--- config.mk ---
export PLATFORM = sky130hd
export DESIGN_NAME = fix_parser_top
export DESIGN_NICKNAME = d
export VERILOG_FILES = /design/src/fix_pkg.sv /design/src/fix_checksum_check.sv /design/src/fix_field_extractor.sv /design/src/fix_parser_top.sv /design/src/fix_stream_fifo.sv /design/src/fix_tokenizer.sv /design/src/fix_wb_byte_port.sv
export SDC_FILE = /design/constraint.sdc
export NUM_CORES = 2
export LEC_CHECK = 0
export ABC_CLOCK_PERIOD_IN_PS = 26100
export BUFFER_PORTS_ARGS = -buffer_cell sky130_fd_sc_hd__buf_2
export CAP_MARGIN = 10
export CORE_ASPECT_RATIO = 0.5
export CORE_MARGIN = 3
export CORE_UTILIZATION = 55
export CTS_CLUSTER_SIZE = 24
export DETAILED_ROUTE_END_ITERATION = 7
export PLACE_DENSITY = 0.72
export SYNTH_ARGS = -nofsm -noshare
export SYNTH_HDL_FRONTEND = slang
export SYNTH_HIERARCHICAL = 1
export SYNTH_SLANG_ARGS = --single-unit
--- constraint.sdc ---
create_clock -name clk -period 26.1 [get_ports clk]
set_input_delay 2.61 -clock clk [delete_from_list [all_inputs] [get_ports clk]]
set_output_delay 2.61 -clock clk [all_outputs]
set_load 0.03 [all_outputs]
--- src/fix_pkg.sv ---
/*
 * FIX parser shared definitions: character codes, sizes, Wishbone map,
 * and the token and field records that travel between the pipeline stages.
 */
`default_nettype none

package fix_pkg;

	localparam logic [7:0] SOH_CHAR  = 8'h01;	// Field delimiter
	localparam logic [7:0] EQ_CHAR   = 8'h3d;	// ASCII "="
	localparam logic [7:0] ZERO_CHAR = 8'h30;	// ASCII "0"

	localparam int TAG_W       = 16;	// Binary tag number width
	localparam int VALUE_BYTES = 32;	// Longest value kept
	localparam int VALUE_LEN_W = 6;	// Holds 0 to VALUE_BYTES

	localparam logic [TAG_W-1:0] TAG_BEGIN_STRING = 16'd8;
	localparam logic [TAG_W-1:0] TAG_CHECKSUM     = 16'd10;

	localparam int FIFO_DEPTH = 4;
	localparam int FIFO_PTR_W = 2;	// Index into FIFO_DEPTH entries
	localparam int FIFO_CNT_W = 3;	// Counts 0 to FIFO_DEPTH

	// Host port address map
	localparam logic [1:0] ADR_BYTE   = 2'd0;
	localparam logic [1:0] ADR_FIELDS = 2'd1;
	localparam logic [1:0] ADR_FAILS  = 2'd2;

	typedef enum logic [1:0] {
		TOK_TAG,	// Tag digit
		TOK_EQ,	// Tag/value separator
		TOK_VAL,	// Value byte
		TOK_SOH	// Field end
	} tok_kind_e;

	typedef struct packed {
		logic [7:0] data;
		tok_kind_e  kind;
	} fix_token_t;

	typedef struct packed {
		logic [TAG_W-1:0]         tag;
		logic [VALUE_BYTES*8-1:0] value;	// First byte in bits 7:0
		logic [VALUE_LEN_W-1:0]   value_len;
		logic [7:0]               field_sum;	// Mod 256, includes "=" and SOH
		logic                     start_of_header;
		logic                     end_of_body;
		logic                     checksum_ok;	// Tag 10 only
		logic                     overflow;
	} fix_field_t;

endpackage

`default_nettype wire

--- src/fix_checksum_check.sv ---
/*
 * FIX checksum stage: sums field bytes over a message and checks
 * the three-digit tag 10 value against that sum.
 */
`timescale 1ns/1ps
`default_nettype none

module fix_checksum_check import fix_pkg::*; (
	input  wire logic       clk,
	input  wire logic       rst,
	input  wire fix_field_t field_i,
	input  wire logic       field_valid_i,
	output logic            field_ready_o,
	output fix_field_t      field_o,
	output logic            field_valid_o,
	input  wire logic       field_ready_i,
	output logic            field_done_o,
	output logic            checksum_fail_o
);

	logic [7:0] msg_sum;	// Sum of all bytes before tag 10
	logic [7:0] d_hund;
	logic [7:0] d_tens;
	logic [7:0] d_ones;
	logic [9:0] trailer_val;
	logic       digits_ok;
	logic       sum_match;
	logic       accept;

	assign d_hund = field_i.value[7:0] - ZERO_CHAR;
	assign d_tens = field_i.value[15:8] - ZERO_CHAR;
	assign d_ones = field_i.value[23:16] - ZERO_CHAR;

	// Exactly three decimal digits
	assign digits_ok = (field_i.value_len == VALUE_LEN_W'(3)) &&
		(d_hund < 8'd10) && (d_tens < 8'd10) && (d_ones < 8'd10);
	assign trailer_val = 10'(d_hund) * 10'd100 + 10'(d_tens) * 10'd10 + 10'(d_ones);
	assign sum_match   = digits_ok && (trailer_val == {2'b00, msg_sum});

	assign field_ready_o   = ~field_valid_o | field_ready_i;
	assign accept          = field_valid_i & field_ready_o;
	assign field_done_o    = field_valid_o & field_ready_i;
	assign checksum_fail_o = field_done_o & field_o.end_of_body & ~field_o.checksum_ok;

	always_ff @(posedge clk) begin
		if (rst) begin
			msg_sum       <= '0;
			field_valid_o <= 1'b0;
		end else if (accept) begin
			field_valid_o <= 1'b1;
			if (field_i.start_of_header)
				msg_sum <= field_i.field_sum;	// New message starts here
			else if (field_i.end_of_body)
				msg_sum <= '0;
			else
				msg_sum <= msg_sum + field_i.field_sum;
		end else if (field_ready_i) begin
			field_valid_o <= 1'b0;
		end
	end

	always_ff @(posedge clk) begin
		if (accept) begin
			field_o             <= field_i;
			field_o.checksum_ok <= field_i.end_of_body & sum_match;
		end
	end

endmodule

`default_nettype wire

--- src/fix_field_extractor.sv ---
/*
 * FIX field extractor: turns a token stream into field records with
 * binary tag, raw value bytes, length, byte sum and header/trailer flags.
 */
`timescale 1ns/1ps
`default_nettype none

module fix_field_extractor import fix_pkg::*; (
	input  wire logic       clk,
	input  wire logic       rst,
	input  wire fix_token_t tok_i,
	input  wire logic       tok_valid_i,
	output logic            tok_ready_o,
	output fix_field_t      field_o,
	output logic            field_valid_o,
	input  wire logic       field_ready_i
);

	logic [TAG_W-1:0]         tag_acc;	// Decimal tag accumulator
	logic [VALUE_BYTES*8-1:0] value_buf;
	logic [VALUE_LEN_W-1:0]   value_len;
	logic [7:0]               sum_acc;	// Running field byte sum
	logic                     overflow;
	logic                     accept;
	logic [7:0]               digit;
	logic [7:0]               sum_nxt;

	// Refuse tokens only while a finished record is waiting
	assign tok_ready_o = ~field_valid_o;
	assign accept      = tok_valid_i & tok_ready_o;
	assign digit       = tok_i.data - ZERO_CHAR;
	assign sum_nxt     = sum_acc + tok_i.data;

	always_ff @(posedge clk) begin
		if (rst) begin
			tag_acc       <= '0;
			value_buf     <= '0;
			value_len     <= '0;
			sum_acc       <= '0;
			overflow      <= 1'b0;
			field_valid_o <= 1'b0;
		end else begin
			if (field_valid_o & field_ready_i)
				field_valid_o <= 1'b0;
			if (accept) begin
				sum_acc <= sum_nxt;
				case (tok_i.kind)
					TOK_TAG: tag_acc <= TAG_W'(tag_acc * 10) + TAG_W'(digit);
					TOK_VAL: begin
						if (value_len < VALUE_LEN_W'(VALUE_BYTES)) begin
							value_buf[8*value_len +: 8] <= tok_i.data;
							value_len                   <= value_len + 1'b1;
						end else begin
							overflow <= 1'b1;	// Truncate, keep first 32
						end
					end
					TOK_SOH: begin
						field_valid_o <= 1'b1;
						tag_acc       <= '0;	// Ready for next field
						value_buf     <= '0;
						value_len     <= '0;
						sum_acc       <= '0;
						overflow      <= 1'b0;
					end
					default: ;	// TOK_EQ only adds to the sum
				endcase
			end
		end
	end

	// Record payload, loaded as the field closes
	always_ff @(posedge clk) begin
		if (accept && tok_i.kind == TOK_SOH) begin
			field_o.tag             <= tag_acc;
			field_o.value           <= value_buf;
			field_o.value_len       <= value_len;
			field_o.field_sum       <= sum_nxt;	// SOH included
			field_o.start_of_header <= (tag_acc == TAG_BEGIN_STRING);
			field_o.end_of_body     <= (tag_acc == TAG_CHECKSUM);
			field_o.checksum_ok     <= 1'b0;	// Decided downstream
			field_o.overflow        <= overflow;
		end
	end

endmodule

`default_nettype wire

--- src/fix_parser_top.sv ---
/*
 * FIX streaming parser top: Wishbone byte port, byte FIFO, tokenizer,
 * field extractor, checksum stage and output field FIFO
 */
`timescale 1ns/1ps
`default_nettype none

module fix_parser_top import fix_pkg::*; (
	input  wire logic        clk,
	input  wire logic        rst,
	input  wire logic        wb_cyc_i,
	input  wire logic        wb_stb_i,
	input  wire logic        wb_we_i,
	input  wire logic [1:0]  wb_adr_i,
	input  wire logic [7:0]  wb_dat_i,
	output logic      [15:0] wb_dat_o,
	output logic             wb_ack_o,
	output fix_field_t       field_o,
	output logic             field_valid_o,
	input  wire logic        field_ready_i
);

	logic [7:0] port_byte;
	logic       port_byte_valid;
	logic       port_byte_ready;
	logic [7:0] fifo_byte;
	logic       fifo_byte_valid;
	logic       fifo_byte_ready;
	fix_token_t tok;
	logic       tok_valid;
	logic       tok_ready;
	fix_field_t ext_field;
	logic       ext_field_valid;
	logic       ext_field_ready;
	fix_field_t chk_field;
	logic       chk_field_valid;
	logic       chk_field_ready;
	logic       field_done;
	logic       checksum_fail;

	fix_wb_byte_port u_port (
		.clk, .rst, .wb_cyc_i, .wb_stb_i, .wb_we_i, .wb_adr_i, .wb_dat_i, .wb_dat_o, .wb_ack_o,
		.byte_o(port_byte), .byte_valid_o(port_byte_valid), .byte_ready_i(port_byte_ready),
		.field_done_i(field_done), .checksum_fail_i(checksum_fail)
	);

	fix_stream_fifo #(.payload_t(logic [7:0])) u_byte_fifo (
		.clk, .rst,
		.in_i(port_byte), .in_valid_i(port_byte_valid), .in_ready_o(port_byte_ready),
		.out_o(fifo_byte), .out_valid_o(fifo_byte_valid), .out_ready_i(fifo_byte_ready)
	);

	fix_tokenizer u_tokenizer (
		.clk, .rst,
		.byte_i(fifo_byte), .byte_valid_i(fifo_byte_valid), .byte_ready_o(fifo_byte_ready),
		.tok_o(tok), .tok_valid_o(tok_valid), .tok_ready_i(tok_ready)
	);

	fix_field_extractor u_extractor (
		.clk, .rst,
		.tok_i(tok), .tok_valid_i(tok_valid), .tok_ready_o(tok_ready),
		.field_o(ext_field), .field_valid_o(ext_field_valid), .field_ready_i(ext_field_ready)
	);

	fix_checksum_check u_checksum (
		.clk, .rst,
		.field_i(ext_field), .field_valid_i(ext_field_valid), .field_ready_o(ext_field_ready),
		.field_o(chk_field), .field_valid_o(chk_field_valid), .field_ready_i(chk_field_ready),
		.field_done_o(field_done), .checksum_fail_o(checksum_fail)
	);

	fix_stream_fifo #(.payload_t(fix_field_t)) u_field_fifo (
		.clk, .rst,
		.in_i(chk_field), .in_valid_i(chk_field_valid), .in_ready_o(chk_field_ready),
		.out_o(field_o), .out_valid_o(field_valid_o), .out_ready_i(field_ready_i)
	);

endmodule

`default_nettype wire

--- src/fix_stream_fifo.sv ---
/*
 * Small synchronous valid/ready FIFO for any packed payload type
 */
`timescale 1ns/1ps
`default_nettype none

module fix_stream_fifo import fix_pkg::*; #(
	parameter type payload_t = logic [7:0]
) (
	input  wire logic clk,
	input  wire logic rst,
	input  wire payload_t in_i,
	input  wire logic in_valid_i,
	output logic      in_ready_o,
	output payload_t  out_o,
	output logic      out_valid_o,
	input  wire logic out_ready_i
);

	payload_t              mem [FIFO_DEPTH];
	logic [FIFO_PTR_W-1:0] wr_ptr;
	logic [FIFO_PTR_W-1:0] rd_ptr;
	logic [FIFO_CNT_W-1:0] count;
	logic                  push;
	logic                  pop;

	assign in_ready_o  = (count != FIFO_CNT_W'(FIFO_DEPTH));
	assign out_valid_o = (count != '0);
	assign out_o       = mem[rd_ptr];
	assign push        = in_valid_i & in_ready_o;
	assign pop         = out_valid_o & out_ready_i;

	always_ff @(posedge clk) begin
		if (rst) begin
			wr_ptr <= '0;
			rd_ptr <= '0;
			count  <= '0;
		end else begin
			if (push)
				wr_ptr <= (wr_ptr == FIFO_PTR_W'(FIFO_DEPTH - 1)) ? '0 : wr_ptr + 1'b1;
			if (pop)
				rd_ptr <= (rd_ptr == FIFO_PTR_W'(FIFO_DEPTH - 1)) ? '0 : rd_ptr + 1'b1;
			case ({push, pop})
				2'b10:   count <= count + 1'b1;
				2'b01:   count <= count - 1'b1;
				default: count <= count;	// Idle or simultaneous push and pop
			endcase
		end
	end

	always_ff @(posedge clk) begin
		if (push)
			mem[wr_ptr] <= in_i;
	end

endmodule

`default_nettype wire

--- src/fix_tokenizer.sv ---
/*
 * FIX byte tokenizer: labels each byte as tag digit, separator,
 * value byte or field end, one byte per cycle into a registered slot.
 */
`timescale 1ns/1ps
`default_nettype none

module fix_tokenizer import fix_pkg::*; (
	input  wire logic       clk,
	input  wire logic       rst,
	input  wire logic [7:0] byte_i,
	input  wire logic       byte_valid_i,
	output logic            byte_ready_o,
	output fix_token_t      tok_o,
	output logic            tok_valid_o,
	input  wire logic       tok_ready_i
);

	typedef enum logic {
		ST_TAG,
		ST_VALUE
	} tok_state_e;

	tok_state_e state;
	tok_state_e state_nxt;
	tok_kind_e  kind;
	logic       accept;

	// Slot takes a new byte when empty or being drained this cycle
	assign byte_ready_o = ~tok_valid_o | tok_ready_i;
	assign accept       = byte_valid_i & byte_ready_o;

	always_comb begin
		state_nxt = state;
		if (state == ST_TAG) begin
			kind = TOK_TAG;
			if (byte_i == EQ_CHAR) begin
				kind      = TOK_EQ;
				state_nxt = ST_VALUE;
			end
		end else begin
			kind = TOK_VAL;
			if (byte_i == SOH_CHAR) begin
				kind      = TOK_SOH;
				state_nxt = ST_TAG;
			end
		end
	end

	always_ff @(posedge clk) begin
		if (rst) begin
			state       <= ST_TAG;
			tok_valid_o <= 1'b0;
		end else if (accept) begin
			state       <= state_nxt;
			tok_valid_o <= 1'b1;
		end else if (tok_ready_i) begin
			tok_valid_o <= 1'b0;	// Slot drained, nothing new
		end
	end

	always_ff @(posedge clk) begin
		if (accept) begin
			tok_o.data <= byte_i;
			tok_o.kind <= kind;
		end
	end

endmodule

`default_nettype wire

--- src/fix_wb_byte_port.sv ---
/*
 * Wishbone classic host port: byte writes feed the parser stream,
 * reads return the emitted-field and checksum-failure counters.
 */
`timescale 1ns/1ps
`default_nettype none

module fix_wb_byte_port import fix_pkg::*; (
	input  wire logic        clk,
	input  wire logic        rst,
	input  wire logic        wb_cyc_i,
	input  wire logic        wb_stb_i,
	input  wire logic        wb_we_i,
	input  wire logic [1:0]  wb_adr_i,
	input  wire logic [7:0]  wb_dat_i,
	output logic      [15:0] wb_dat_o,
	output logic             wb_ack_o,
	output logic      [7:0]  byte_o,
	output logic             byte_valid_o,
	input  wire logic        byte_ready_i,
	input  wire logic        field_done_i,
	input  wire logic        checksum_fail_i
);

	logic        req;
	logic        other_req;	// Reads and writes that do not carry a byte
	logic [15:0] fields_cnt;
	logic [15:0] fails_cnt;

	assign req          = wb_cyc_i & wb_stb_i & ~wb_ack_o;
	assign byte_valid_o = req & wb_we_i & (wb_adr_i == ADR_BYTE);
	assign other_req    = req & ~byte_valid_o;
	assign byte_o       = wb_dat_i;	// Host holds data until ack

	always_ff @(posedge clk) begin
		if (rst) begin
			wb_ack_o   <= 1'b0;
			fields_cnt <= '0;
			fails_cnt  <= '0;
		end else begin
			// Byte write waits here while the FIFO is full
			wb_ack_o <= (byte_valid_o & byte_ready_i) | other_req;
			if (field_done_i)
				fields_cnt <= fields_cnt + 16'd1;
			if (checksum_fail_i)
				fails_cnt <= fails_cnt + 16'd1;
		end
	end

	always_ff @(posedge clk) begin
		if (other_req & ~wb_we_i) begin
			case (wb_adr_i)
				ADR_FIELDS: wb_dat_o <= fields_cnt;
				ADR_FAILS:  wb_dat_o <= fails_cnt;
				default:    wb_dat_o <= '0;
			endcase
		end
	end

endmodule

`default_nettype wire

# [Word level (Yosys, flattened, before mapping)]
# Memory sizes are Yosys's and may differ from the RTL's. A register that Yosys moved wholly into a read port is not among the register bits.
# Index checks and enable logic that the tools add are counted.
[totals] output_inout_bits=308 mem_count=2 register_bits=951 ramBits=1192 elab_cells=173
[mem_list] memory="u_field_fifo.mem" depth=4 width=290 read_ports=1 rd_clocked_by_memory_dff=1 write_ports=1 line_no="fix_stream_fifo.sv:20" rtl="payload_t mem [FIFO_DEPTH];"
[mem_list] memory="u_byte_fifo.mem" depth=4 width=8 read_ports=1 rd_clocked_by_memory_dff=1 write_ports=1 line_no="fix_stream_fifo.sv:20"
[op_classes] muxes=39 n_eq_ne=23 add_sub_neg=21 reduce_logical=17 multipliers=3 bitwise_logic=25 order_cmp=4 n_shift=2
[ops] op="256-bit one-hot mux with 2 select lines" count=1
[ops] op="256-bit bitwise mux" count=1
[ops] op="256-bit two-way mux" count=1
[ops] op="8-bit by 34-bit variable shift with 256-bit output, first input constant" count=1
[ops] op="8-bit by 34-bit variable part select with 256-bit output" count=1
[ops] op="16-bit one-hot mux with 2 select lines" count=2
[ops] op="9-bit negator with 34-bit output" count=1
[ops] op="16-bit by 1-bit adder with 16-bit output, second input constant" count=2
[ops] op="16-bit by 4-bit == test with 1-bit output, second input constant" count=2
[ops] op="8-bit by 6-bit subtractor with 8-bit output, second input constant" count=4
[ops] op="8-bit by 4-bit less-than comparator with 1-bit output, second input constant" count=3
[ops] op="8-bit two-way mux" count=3
[ops] op="2-bit == test, second input constant" count=9
[ops] op="2-bit two-way mux" count=9
[ops] op="1-bit two-way mux" count=17
[ops] op="16-bit by 8-bit adder with 16-bit output" count=1
[ops] op="8-bit adder" count=2
[ops] op="16-bit by 3-bit multiplier with 15-bit output, second input constant" count=1
[ops] op="1-bit bitwise AND" count=15
[ops] op="3-bit one-hot mux with 2 select lines" count=2
[ops] op="6-bit one-hot mux with 2 select lines" count=1
[ops] op="10-bit adder" count=1
[ops] op="10-bit by 8-bit adder with 10-bit output" count=1
[ops] op="10-bit by 8-bit == test with 1-bit output" count=1
[ops] op="24 further kinds" count=52

# [Logic depth before layout (Yosys ltp)]
[logic_depth] word_depth=7 ltp_mapped=17

# [Modules after synthesis]
# Netlist, hierarchy kept.
[modules_own_cells] module="fix_stream_fifo (u_field_fifo)" instances=1 area_each_um2=42208.0 cells_per_inst=1566
[modules_own_cells] module="fix_field_extractor" instances=1 area_each_um2=21043.9 cells_per_inst=1667
[modules_own_cells] module="fix_checksum_check" instances=1 area_each_um2=10691.5 cells_per_inst=513
[modules_own_cells] module="fix_wb_byte_port" instances=1 area_each_um2=2331.0 cells_per_inst=239
[modules_own_cells] module="fix_stream_fifo (u_byte_fifo)" instances=1 area_each_um2=1646.6 cells_per_inst=94
[modules_own_cells] module="fix_tokenizer" instances=1 area_each_um2=462.9 cells_per_inst=26

# [Worst setup path before layout]
# Ideal clock, no wire load.
[synth_timing] path_type="register -> register" startpoint="register u_field_fifo.count[0]" endpoint="register u_checksum.msg_sum[5]" required_time_ns=25.541 setup_time_ns=0.559 slack_ns=16.017 arrival_ns=9.525 path_stages_with_launch=8 synth_period_minus_slack_ns=10.083 cell_sequence="dfxtp_1 or3b_1 clkbuf_1 nand2b_1 and2_1 clkbuf_1 clkbuf_1 a311oi_1"
[synth_between] elab_chain_cells=3
[synth_rtl] element="from (decl)" line_no="fix_stream_fifo.sv:23" rtl="logic [FIFO_CNT_W-1:0] count;"
[synth_rtl] element="from (signal assigned)" line_no="fix_stream_fifo.sv:44" rtl="2'b10: count <= count + 1'b1;"
[synth_rtl] element="from (signal assigned)" line_no="fix_stream_fifo.sv:45" rtl="2'b01: count <= count - 1'b1;"
[synth_rtl] element="from (signal assigned)" line_no="fix_stream_fifo.sv:46" rtl="default: count <= count;"
[synth_rtl] element="3-bit inequality test" line_no="fix_stream_fifo.sv:27" rtl="assign in_ready_o = (count != FIFO_CNT_W'(FIFO_DEPTH));"
[synth_rtl] element="named net chk_field_ready" line_no="fix_parser_top.sv:37" rtl="logic chk_field_ready;"
[synth_rtl] element="1-bit bitwise OR" line_no="fix_checksum_check.sv:40" rtl="assign field_ready_o = ~field_valid_o | field_ready_i;"
[synth_rtl] element="named net ext_field_ready" line_no="fix_parser_top.sv:34" rtl="logic ext_field_ready;"
[synth_rtl] element="1-bit bitwise AND" line_no="fix_checksum_check.sv:41" rtl="assign accept = field_valid_i & field_ready_o;"
[synth_rtl] element="named net u_checksum.accept" line_no="fix_checksum_check.sv:28" rtl="logic accept;"
[synth_rtl] element="to (signal assigned)" line_no="fix_checksum_check.sv:52" rtl="msg_sum <= field_i.field_sum;"
[synth_rtl] element="to (signal assigned)" line_no="fix_checksum_check.sv:56" rtl="msg_sum <= msg_sum + field_i.field_sum;"
[synth_rtl] element="to (decl)" line_no="fix_checksum_check.sv:21" rtl="logic [7:0] msg_sum;"
# The timed path passes the listed nets, and every way through them passes these cells.
# A chain may end at the register's enable or synchronous reset.

==> impl_results.md <==
* Post-synthesis cell count at 4,103
* CP max FO at 90
* Clk buf depth at 4
* Max Cap Viol at 0
* Final instance area at 87,800 um2
* Worst Hold Path EP: u_extractor/field_o[127]$_DFFE_PP_
* Slew headroom at 0.230
* Share of cells above drive strength 1 at 0.224
* Met3 Use GR at 0.0385
* Required time of the critical path at 23,490 ps
* Hold WS at 387 ps
* Register Area at 61,000 um2
* YS warnings at 6
* Residual DRC at 0
* Status: completed
* Crit start category: flop
* FF-to-FF setup slack at 21,280 ps
* Num rows at 97
* FF-to-FF path depth at 17
* LEAKAGE at 0.0284 uW
* Hold WC Path Type: reg2reg
* Commonest cells after routing, fill and taps aside: 1,797 x edfxtp_1, 392 x nor2_1, 348 x dfxtp_1
* Worst hold path startpoint: u_extractor/value_buf[109]$_SDFFE_PP0P_
* DRT antenna net count at 0
* Via-to-Cell Ratio at 5.91
* Post-CTS sizing at 0
* Commonest non-fill, non-tap cell in the layout: edfxtp_1
* Vias post-DR at 38,500
* DRT iter0 DRCs at 3,771
* CTS tree: built
* Global route hottest layer: met2
* Crit path time final at 7600 ps
* Largest net degree at the start of global routing at 119
* Ports at 324
* Multi-input logic area at 16,400 um2
* H-tree depth at 4
* Worst Hold Depth at 0
* Final wirelength at 164,000 um
* R2r endpoint: u_checksum/field_o[1]$_DFFE_PP_
* Final TNS setup at 0 ps
* Fillers at 9,643
* Area of the mapped netlist at 78,400 um2
* Tot GR Track Use at 0.223
* Per-cell routed wire length at 25.2 um
* VDD IR max at 60.2 uV
* Die height at 273 um
* Post-layout nets at 4,624
* Clock latency on the worst-skew pair at 820 ps
* Grt met1 use at 0.306
* Tightest Pin Transition at 1150 ps
* Cts hold-fix bufs at 0
* Setup violators final at 0
* Congestion Overflow GR at 0
* Clk pin slew, worst setup/hold paths at 70 ps
* Max Clk Rate at 132 MHz
* Avg Inst Size Synth at 19.1 um2
* TritonCTS buffer count at 183
* Die width at 540 um
* Setup WS pre-CTS at 19,200 ps
* GP Congestion at 0.876
* Crit Path Category: reg2out
* Met2 usage at 0.379
* Clk sinks at 2,147
* Worst r2r src: u_extractor/field_o[20]$_DFFE_PP_
* Clk_skew at 73.9 ps
* Crit path DAT at 4990 ps
* DP Area at 82,000 um2
* RSZ-0062 raised after global routing: no
* Die area at 147,000 um2
* Max Slew Vio Count at 0
* HPWL after detailed placement at 102,000 um
* Port buffer count at 323
* Final hold violations at 0
* Vias in the first global route at 39,200
* Initial core utilization at 0.557
* Critical Path End Type: output pin
* Final setup margin at 18,500 ps
* Power Density at 82.6 nW/um2
* Antenna violations before repair at 4
* First-pass GRT wire length at 249,000 um
* Root buffer cell: clkbuf_16
* Core area at 141,000 um2
* Setup repair bufs after CTS at 0
* Area Growth Syn to Fin at 12.0%
* Crit share post-route at 0.291
* Synth Net Count at 4,240
* First-pass DRT Iterations at 5
## worst max-delay path, cell delays in order, from the launching register on
cell	delay [ps]
dfxtp_4	720
buf_4	820
buf_12	470
buf_4	850
mux4_2	620
buf_2	200
## registers in the layout, indices dropped and copies added (netlist names), 3 cells and up, named ones only
name,count
u_port/fields_cnt,16
u_extractor/field_o,289
u_checksum/msg_sum,8
u_extractor/value_buf,256
u_field_fifo/count,3
u_extractor/sum_acc,8
u_port/fails_cnt,16
u_extractor/tag_acc,16
u_field_fifo/mem,1160
u_checksum/field_o,290
u_extractor/value_len,6
u_byte_fifo/count,3
u_byte_fifo/mem,32
u_port/wb_dat_o,16
u_tokenizer/tok_o,10
## how the worst max path moves through the flow
stage,depth (start not counted),slack (ps),endpoint,from
6_report,5,18500,field_o[104],flop
3_3_place_gp,5,19270,field_o[94],flop
3_5_place_dp,5,19200,field_o[94],flop
2_1_floorplan,7,16020,u_checksum/msg_sum[5]$_SDFFE_PP0P_,u_field_fifo/count[0]$_SDFFE_PP0P_
4_1_cts,5,18350,field_o[94],flop
5_1_grt,5,18020,field_o[94],flop
## report_power, final
part / switching (uW) / internal [uW] / leakage [uW]
registers: 75.8 / 3810 / 0.0190
logic: 460 / 226 / 0.00652
clock network: 1190 / 1490 / 0.00283
total: 1730 / 5520 / 0.0284
## metal layers
layer	vias to the layer above	part of all wire
li1	17000	-
met1	20000	0.40
met2	1295	0.51
met3	241	0.067
met4	4	0.018
met5	-	0.00016
## final cells by class
| class | instances | share of cell area |
|---|---|---|
| antenna | 1 | 0.0000285 |
| multi-input combinational | 1718 | 0.186 |
| clock inverter | 100 | 0.0113 |
| tap | 1881 | 0.0268 |
| clock buffer | 231 | 0.0550 |
| timing repair buffer | 374 | 0.0232 |
| sequential | 2147 | 0.695 |
| inverter | 63 | 0.00278 |
## stage by stage
stage / utilization / instances / total power (uW)
final: 0.624 / 6515 / 7250
after global placement: 0.582 / 6182 / 4620
after CTS: 0.623 / 6513 / 7290
after floorplan: - / 4103 / 4430
after detailed placement: 0.582 / 6182 / 4640
after global routing: 0.624 / 6514 / 7510
No activity file was read; power rests on OpenSTA's default activity.
